**src/hdl/store_pkg.sv**
```systemverilog
package store_pkg;

    // word size of the store datapath
    localparam int DATA_WIDTH = 32;

    // store opcodes accepted from the pipeline
    typedef enum logic [1:0] {
        SB,
        SH,
        SW
    } store_op_t;

    // access width, one per opcode
    typedef enum logic [1:0] {
        BYTE,
        HALF_WORD,
        WORD
    } store_width_t;

    // reported with done when the store did not complete
    typedef enum logic [1:0] {
        NO_FAULT,
        ACCESS_FAULT,
        MISALIGNED,
        BUS_TIMEOUT
    } fault_cause_t;

    // one store word, seen as byte lanes or as half-word lanes
    typedef union packed {
        logic [DATA_WIDTH/8-1:0][7:0]   bytes;
        logic [DATA_WIDTH/16-1:0][15:0] halves;
    } store_word_u;

    // opcode to access width
    function automatic store_width_t width_of(input store_op_t op);
        store_width_t width;

        case (op)
            SB: begin
                width = BYTE;
            end
            SH: begin
                width = HALF_WORD;
            end
            default: begin
                width = WORD;
            end
        endcase
        return width;
    endfunction

endpackage : store_pkg

```
**src/hdl/store_region_check.sv**
```systemverilog
module store_region_check #(
    parameter logic [store_pkg::DATA_WIDTH-1:0] BOOT_END = 32'h0000_0FFF,
    parameter logic [store_pkg::DATA_WIDTH-1:0] IO_END   = 32'h0000_FFFF
) (
    input  logic [store_pkg::DATA_WIDTH-1:0] addr_i,
    input  store_pkg::store_op_t             op_i,
    output logic                             accessible_o,
    output logic                             cachable_o,
    output logic                             bufferable_o,
    output logic                             misaligned_o
);

    logic half_odd;
    logic word_unaligned;

    // boot region is read only
    assign accessible_o = addr_i > BOOT_END;

    // above the IO window memory may be cached and buffered
    assign cachable_o   = addr_i > IO_END;
    assign bufferable_o = addr_i > IO_END;

    // half-words need an even address, words a multiple of four
    assign half_odd       = (op_i == store_pkg::SH) && addr_i[0];
    assign word_unaligned = (op_i == store_pkg::SW) && (addr_i[1:0] != 2'b00);

    assign misaligned_o = half_odd || word_unaligned;

endmodule : store_region_check

```
**src/hdl/store_lane_align.sv**
```systemverilog
module store_lane_align (
    input  logic                             clk_i,
    input  logic                             rst_n_i,
    input  logic                             load_i,
    input  logic [store_pkg::DATA_WIDTH-1:0] addr_i,
    input  logic [store_pkg::DATA_WIDTH-1:0] data_i,
    input  store_pkg::store_op_t             op_i,
    input  logic                             cachable_i,
    input  logic                             bufferable_i,
    output logic [store_pkg::DATA_WIDTH-1:0] mem_addr_o,
    output logic [store_pkg::DATA_WIDTH-1:0] mem_wdata_o,
    output logic [3:0]                       mem_be_o,
    output logic                             mem_cachable_o,
    output logic                             mem_bufferable_o
);

    store_pkg::store_width_t width;
    store_pkg::store_word_u  word_in;
    store_pkg::store_word_u  word_rep;
    logic [3:0]              be;

    assign width   = store_pkg::width_of(op_i);
    assign word_in = data_i;

    // copy the low byte or half-word into every lane of its size
    always_comb begin
        word_rep = word_in;
        case (width)
            store_pkg::BYTE: begin
                for (int i = 0; i < store_pkg::DATA_WIDTH / 8; i++) begin
                    word_rep.bytes[i] = word_in.bytes[0];
                end
            end
            store_pkg::HALF_WORD: begin
                for (int i = 0; i < store_pkg::DATA_WIDTH / 16; i++) begin
                    word_rep.halves[i] = word_in.halves[0];
                end
            end
            default: begin
                word_rep = word_in;
            end
        endcase
    end

    // lane select from the low address bits
    always_comb begin
        case (width)
            store_pkg::BYTE:      be = 4'b0001 << addr_i[1:0];
            store_pkg::HALF_WORD: be = addr_i[1] ? 4'b1100 : 4'b0011;
            store_pkg::WORD:      be = 4'b1111;
            default:              be = 4'b0000;
        endcase
    end

    // request payload, held stable for the whole handshake
    always_ff @(posedge clk_i) begin
        if (load_i) begin
            mem_addr_o  <= {addr_i[store_pkg::DATA_WIDTH-1:2], 2'b00};
            mem_wdata_o <= word_rep;
            mem_be_o    <= be;
        end
    end

    // attributes come out of reset as uncached IO
    always_ff @(posedge clk_i) begin
        if (!rst_n_i) begin
            mem_cachable_o   <= 1'b0;
            mem_bufferable_o <= 1'b0;
        end else if (load_i) begin
            mem_cachable_o   <= cachable_i;
            mem_bufferable_o <= bufferable_i;
        end
    end

    // a loaded request carries one of the legal lane patterns
    be_legal_a: assert property (@(posedge clk_i) disable iff (!rst_n_i)
        load_i |=> mem_be_o inside {4'b0001, 4'b0010, 4'b0100, 4'b1000,
                                    4'b0011, 4'b1100, 4'b1111});

endmodule : store_lane_align

```
**src/hdl/store_timeout_counter.sv**
```systemverilog
module store_timeout_counter #(
    parameter int TIMEOUT_CYCLES = 16
) (
    input  logic clk_i,
    input  logic rst_n_i,
    input  logic count_en_i,
    output logic expired_o
);

    // wide enough to hold TIMEOUT_CYCLES itself
    localparam int CNT_W = $clog2(TIMEOUT_CYCLES + 1);

    logic [CNT_W-1:0] count_q;
    logic             at_limit;

    assign at_limit = (count_q == CNT_W'(TIMEOUT_CYCLES - 1));

    // restarts from zero every time the enable drops
    always_ff @(posedge clk_i) begin
        if (!rst_n_i) begin
            count_q <= '0;
        end else if (!count_en_i) begin
            count_q <= '0;
        end else if (!at_limit) begin
            count_q <= count_q + 1'b1;
        end
    end

    // only meaningful while a request is outstanding
    assign expired_o = count_en_i && at_limit;

endmodule : store_timeout_counter

```
**src/hdl/store_fsm.sv**
```systemverilog
module store_fsm (
    input  logic                    clk_i,
    input  logic                    rst_n_i,
    input  logic                    valid_i,
    input  logic                    accessible_i,
    input  logic                    misaligned_i,
    input  logic                    mem_ack_i,
    input  logic                    expired_i,
    input  logic                    accepted_i,
    output logic                    idle_o,
    output logic                    load_o,
    output logic                    mem_req_o,
    output logic                    count_en_o,
    output logic                    done_o,
    output logic                    fault_o,
    output store_pkg::fault_cause_t fault_cause_o
);

    localparam logic [2:0] IDLE    = 3'd0;
    localparam logic [2:0] REQUEST = 3'd1;
    localparam logic [2:0] RELEASE = 3'd2;
    localparam logic [2:0] COMMIT  = 3'd3;
    localparam logic [2:0] FAULT   = 3'd4;

    logic [2:0]              state_q;
    logic [2:0]              state_d;
    store_pkg::fault_cause_t cause_q;
    store_pkg::fault_cause_t cause_d;
    logic                    accept;

    assign accept = idle_o && valid_i;

    always_ff @(posedge clk_i) begin
        if (!rst_n_i) begin
            state_q <= IDLE;
            cause_q <= store_pkg::NO_FAULT;
        end else begin
            state_q <= state_d;
            cause_q <= cause_d;
        end
    end

    always_comb begin
        state_d = state_q;
        cause_d = cause_q;
        case (state_q)
            IDLE: begin
                if (accept) begin
                    // access fault wins over misalignment
                    if (!accessible_i) begin
                        state_d = FAULT;
                        cause_d = store_pkg::ACCESS_FAULT;
                    end else if (misaligned_i) begin
                        state_d = FAULT;
                        cause_d = store_pkg::MISALIGNED;
                    end else begin
                        state_d = REQUEST;
                        cause_d = store_pkg::NO_FAULT;
                    end
                end
            end
            REQUEST: begin
                // a late ack in the expiry cycle still completes the store
                if (mem_ack_i) begin
                    state_d = RELEASE;
                end else if (expired_i) begin
                    state_d = FAULT;
                    cause_d = store_pkg::BUS_TIMEOUT;
                end
            end
            RELEASE: begin
                // controller closes the four-phase cycle
                if (!mem_ack_i) begin
                    state_d = COMMIT;
                end
            end
            COMMIT, FAULT: begin
                // result held until the pipeline takes it
                if (accepted_i) begin
                    state_d = IDLE;
                end
            end
            default: begin
                state_d = IDLE;
            end
        endcase
    end

    assign idle_o        = (state_q == IDLE);
    assign load_o        = accept;
    assign mem_req_o     = (state_q == REQUEST);
    assign count_en_o    = (state_q == REQUEST);
    assign done_o        = (state_q == COMMIT) || (state_q == FAULT);
    assign fault_o       = (state_q == FAULT);
    assign fault_cause_o = cause_q;

    // req is only withdrawn by an ack or by the timer
    req_held_a: assert property (@(posedge clk_i) disable iff (!rst_n_i)
        mem_req_o && !mem_ack_i && !expired_i |=> mem_req_o);

    // the handshake is fully closed whenever a result is shown
    done_quiet_a: assert property (@(posedge clk_i) disable iff (!rst_n_i)
        done_o |-> !mem_req_o && !mem_ack_i);

endmodule : store_fsm

```
**src/hdl/store_unit.sv**
```systemverilog
module store_unit #(
    parameter logic [store_pkg::DATA_WIDTH-1:0] BOOT_END       = 32'h0000_0FFF,
    parameter logic [store_pkg::DATA_WIDTH-1:0] IO_END         = 32'h0000_FFFF,
    parameter int                               TIMEOUT_CYCLES = 16
) (
    input  logic                             clk_i,
    input  logic                             rst_n_i,
    input  logic                             valid_i,
    input  store_pkg::store_op_t             op_i,
    input  logic [store_pkg::DATA_WIDTH-1:0] addr_i,
    input  logic [store_pkg::DATA_WIDTH-1:0] data_i,
    input  logic                             accepted_i,
    input  logic                             mem_ack_i,
    output logic                             idle_o,
    output logic                             done_o,
    output logic                             fault_o,
    output store_pkg::fault_cause_t          fault_cause_o,
    output logic                             mem_req_o,
    output logic [store_pkg::DATA_WIDTH-1:0] mem_addr_o,
    output logic [store_pkg::DATA_WIDTH-1:0] mem_wdata_o,
    output logic [3:0]                       mem_be_o,
    output logic                             mem_cachable_o,
    output logic                             mem_bufferable_o
);

    logic accessible;
    logic cachable;
    logic bufferable;
    logic misaligned;
    logic load;
    logic count_en;
    logic expired;

    // address classification on the incoming store
    store_region_check #(
        .BOOT_END (BOOT_END),
        .IO_END   (IO_END)
    ) region0 (
        .addr_i       (addr_i),
        .op_i         (op_i),
        .accessible_o (accessible),
        .cachable_o   (cachable),
        .bufferable_o (bufferable),
        .misaligned_o (misaligned)
    );

    store_lane_align align0 (
        .clk_i            (clk_i),
        .rst_n_i          (rst_n_i),
        .load_i           (load),
        .addr_i           (addr_i),
        .data_i           (data_i),
        .op_i             (op_i),
        .cachable_i       (cachable),
        .bufferable_i     (bufferable),
        .mem_addr_o       (mem_addr_o),
        .mem_wdata_o      (mem_wdata_o),
        .mem_be_o         (mem_be_o),
        .mem_cachable_o   (mem_cachable_o),
        .mem_bufferable_o (mem_bufferable_o)
    );

    // guards against a controller that never answers
    store_timeout_counter #(
        .TIMEOUT_CYCLES (TIMEOUT_CYCLES)
    ) timer0 (
        .clk_i      (clk_i),
        .rst_n_i    (rst_n_i),
        .count_en_i (count_en),
        .expired_o  (expired)
    );

    store_fsm fsm0 (
        .clk_i         (clk_i),
        .rst_n_i       (rst_n_i),
        .valid_i       (valid_i),
        .accessible_i  (accessible),
        .misaligned_i  (misaligned),
        .mem_ack_i     (mem_ack_i),
        .expired_i     (expired),
        .accepted_i    (accepted_i),
        .idle_o        (idle_o),
        .load_o        (load),
        .mem_req_o     (mem_req_o),
        .count_en_o    (count_en),
        .done_o        (done_o),
        .fault_o       (fault_o),
        .fault_cause_o (fault_cause_o)
    );

endmodule : store_unit

```
**config.mk**
```make
export PLATFORM = sky130hd
export DESIGN_NAME = store_unit
export DESIGN_NICKNAME = d
export VERILOG_FILES = /design/src/hdl/store_pkg.sv /design/src/hdl/store_region_check.sv /design/src/hdl/store_lane_align.sv /design/src/hdl/store_timeout_counter.sv /design/src/hdl/store_fsm.sv /design/src/hdl/store_unit.sv
export SDC_FILE = /design/constraint.sdc
export NUM_CORES = 1
export LEC_CHECK = 0
export BUFFER_PORTS_ARGS = -buffer_cell sky130_fd_sc_hd__buf_4
export CORE_MARGIN = 2
export CORE_UTILIZATION = 42
export DETAILED_ROUTE_END_ITERATION = 12
export PLACE_DENSITY = 0.86
export SYNTH_ARGS = -nofsm -noshare
export SYNTH_HDL_FRONTEND = slang
export SYNTH_SLANG_ARGS = --single-unit
```
**constraint.sdc**
```tcl
create_clock -name clk_i -period 1.8 [get_ports clk_i]
set_input_delay 0.45 -clock clk_i [delete_from_list [all_inputs] [get_ports clk_i]]
set_output_delay 0.45 -clock clk_i [all_outputs]
set_load 0.01 [all_outputs]
```
==> flow_metrics.py <==
metrics = {
    "logic_synthesis": {
        "synthSimpleGateAreaFrac_pct": 9.32,
        "synth-xor-area-share_pct": 1.13,
        "synth_top_family_by_area": "simple AND/OR/NAND/NOR gates",
        "synthMuxAreaShare_pct": 9.04,
        "ys_seq_area_share_pct": 71.0,
        "yosys.cell_types.count": 40,
        "synth_fa_ha_area_share_pct": 0.807,
        "ys_ff_latch": 77,
        "synth_cells": 209,
        "synth_compound_area_share_pct": 6.09,
        "syn_area_sq_mm": 0.00310,
        "syn-mean-instance-area_sq_um": 14.8,
        "yosysWarnings": 0,
    },
    "power": {
        "power_leakage_uw": 0.00193,
        "powerDensity_mw_per_mm2": 1050,
        "peakVddDrop_mv": 0.627,
        "p_total_uw": 4880,
    },
    "die": {
        "die_area_sq_mm": 0.00809,
        "core_sq_mm": 0.00721,
        "rows": 31,
        "fp.dieW_microns": 89.9,
        "start_util_pct": 43.0,
        "die_y_microns": 89.9,
        "ios": 147,
    },
    "routing": {
        "viasPerCell": 4.82,
        "final_antenna_net_count": 0,
        "drt-pass1-iter-count": 4,
        "vias": 2286,
        "wire_per_inst_microns": 15.3,
        "initialDrtViolationCount": 76,
        "routed_wl_microns": 7230,
        "drc": 0,
    },
    "status": {
        "status": "finished clean",
    },
    "sta": {
        "fin_crit_sh_pct": 96.8,
        "finalCriticalPeriod_ns": 1.74,
        "fin_hold_ws_ns": 0.285,
        "setup_viol": 0,
        "max_freq_mhz": 574,
        "tns_ns": 0,
        "hold_viol_final": 0,
        "fin_skew_ns": 0.00668,
        "final_max_slew_viol_count": 0,
    },
    "setup_path": {
        "critPathRequiredTime_ns": 1.35,
        "ff2ff_path_depth": 7,
        "critPathCaptureType": "output pin",
        "path_class": "reg -> out",
        "critPathMaxFanout": 5,
        "arrival_ns": 1.29,
        "startpoint_type": "flip-flop",
    },
    "hold_path": {
        "min_path_cells": 1,
        "hold_class": "in -> reg",
    },
    "cts": {
        "root_buffer": "clkbuf_8",
        "cts_tree": "yes",
        "cts_sinks": 77,
        "path_clk_slew_ns": 0.08,
        "cts_made_buffers": 9,
        "cts-htree-levels": 3,
        "cts_buffer_depth": 2,
        "clk_latency_ns": 0.34,
        "hold_buffers": 0,
    },
    "global_routing": {
        "grt_max_degree": 34,
        "overflow": 0,
        "grt_pass1_vias": 2434,
        "grt_first_pass_wirelength_microns": 11400,
        "grt_usage_pct": 18.1,
        "antenna_found_initial": 0,
    },
    "place": {
        "port-buffer-count": 144,
        "dp_hpwl_microns": 5340,
        "place_congestion": 0.865,
        "place_inst": 451,
    },
    "layout": {
        "fin_nets": 443,
        "area_delta_synth_final_pct": 49.2,
        "diodes": 0,
        "fin_cells": 474,
        "drive_gt1_share_pct": 53.6,
    },
    "run": {
        "cap_violations": 0,
    },
}
[cell usage in the layout, fill, tap and decap left out, types with 2 or more instances in the layout]
cell type,Yosys,routed
mux2i_1,10,10
buf_12,0,3
nor2_1,11,11
nor4_1,6,6
clkbuf_8,0,9
ha_1,2,2
edfxtp_1,66,66
o21bai_1,2,2
nor2b_1,6,5
dfxtp_1,11,8
buf_4,3,156
dfxtp_4,0,3
a21oi_1,6,6
mux2_2,16,16
xor2_1,3,3
a21o_1,2,2
nand2b_1,4,4
nand2_1,11,11
o21ai_0,14,12
inv_1,5,5
conb_1,1,2
inv_6,0,2
[synthesized netlist by cell type, drive strengths merged]
| cell | count | area, sq um |
|---|---|---|
| o21ai | 14 | 70.1 |
| a22oi | 1 | 7.51 |
| or3 | 1 | 6.26 |
| o2bb2ai | 1 | 8.76 |
| mux2i | 10 | 100 |
| edfxtp | 66 | 1980 |
| nor4 | 6 | 37.5 |
| ha | 2 | 25.0 |
| o211ai | 1 | 7.51 |
| nand4b | 1 | 8.76 |
| nor2 | 12 | 47.6 |
| inv | 5 | 18.8 |
| nand2 | 11 | 41.3 |
| conb | 1 | 3.75 |
| mux2 | 16 | 180 |
| or3b | 2 | 17.5 |
| nand4bb | 1 | 11.3 |
| xor2 | 3 | 26.3 |
| nand3b | 1 | 7.51 |
| nor2b | 6 | 37.5 |
| a31oi | 1 | 6.26 |
| a22o | 1 | 8.76 |
| and2b | 1 | 7.51 |
| xnor2 | 1 | 8.76 |
| nand4 | 1 | 6.26 |
| and2 | 1 | 6.26 |
| a21oi | 6 | 30.0 |
| o21bai | 2 | 15.0 |
| buf | 8 | 47.5 |
| nor3b | 1 | 12.5 |
| nand2b | 4 | 25.0 |
| nor3 | 2 | 10.0 |
| a21o | 2 | 15.0 |
| and3 | 1 | 6.26 |
| dfxtp | 11 | 220 |
| a211oi | 2 | 20.0 |
| clkbuf | 3 | 11.3 |
[routing by layer]
metal,up-vias,global-route usage (%),part of all wire [%]
li1,1102,-,-
met1,1079,19.5,38
met2,95,33.0,54
met3,10,5.95,6.5
met4,0,6.79,1.2
met5,-,0,0
[logic make-up after synthesis]
logic type / count (synthesis)
buffers and inverters: 16
adder cells (fa/ha/maj): 2
AO/OA/AOI/OAI: 31
XOR/XNOR: 4
other: 1
AND/OR/NAND/NOR: 52
multiplexers: 26
flip-flops: 77
[sequential cells by signal, summed over array words and instances (netlist names)]
signal                 count
fsm0.fault_cause_o         2
fsm0.state_q               3
align0.mem_be_o            4
align0.mem_addr_o         30
timer0.count_q             5
align0.mem_wdata_o        32
align0.mem_cachable_o      1
[final cells by class]
| type | instances | area, sq um |
|---|---|---|
| clock inverter | 7 | 72.6 |
| tap | 99 | 124 |
| timing repair buffer | 160 | 1230 |
| fill | 584 | 2590 |
| clock buffer | 9 | 124 |
| multi-input combinational | 117 | 841 |
| sequential | 77 | 2210 |
| inverter | 5 | 18.8 |
[power breakdown]
group          switching, uW  total [uW]  internal (uW)
registers               95.0        2380           2280
logic                    586        1220            635
clock network            635        1280            645
total                   1320        4880           3570
[critical path: stages (launching register included)]
cell,delay [ns]
dfxtp_4,0.36
or3b_4,0.41
o21ai_2,0.06
buf_4,0.13
[final timing paths]
path                                       start                        endpoint  slack [ns]
setup / recovery    fsm0.state_q[1]$_SDFFE_PN0P_                          done_o        0.06
hold / removal                         addr_i[7]  align0.mem_addr_o[7]$_DFFE_PP_        0.28
setup reg to reg  timer0.count_q[0]$_SDFFE_PN0N_    fsm0.state_q[0]$_SDFFE_PN0P_        0.15
hold reg to reg   timer0.count_q[4]$_SDFFE_PN0N_  timer0.count_q[4]$_SDFFE_PN0N_        0.51
[stage by stage]
| step | util [%] | setup WS, ns | instance area, sq um |
|---|---|---|---|
| 2_1_floorplan | - | 0.0649 | 3110 |
| 3_3_place_gp | 60.2 | 0.167 | 4350 |
| 3_5_place_dp | 60.2 | 0.136 | 4350 |
| 4_1_cts | 63.9 | 0.00311 | 4610 |
| 5_1_grt | 64.2 | -0.0157 | 4630 |
| 6_report | 64.2 | 0.0570 | 4630 |
[timing repair]
action	in CTS	in global routing
buffers inserted	6	1
resized for setup	8	4
setup endpoints to repair	3	4
pin swaps	1	0
cloned	0	0
(Power assumes the default switching activity.)
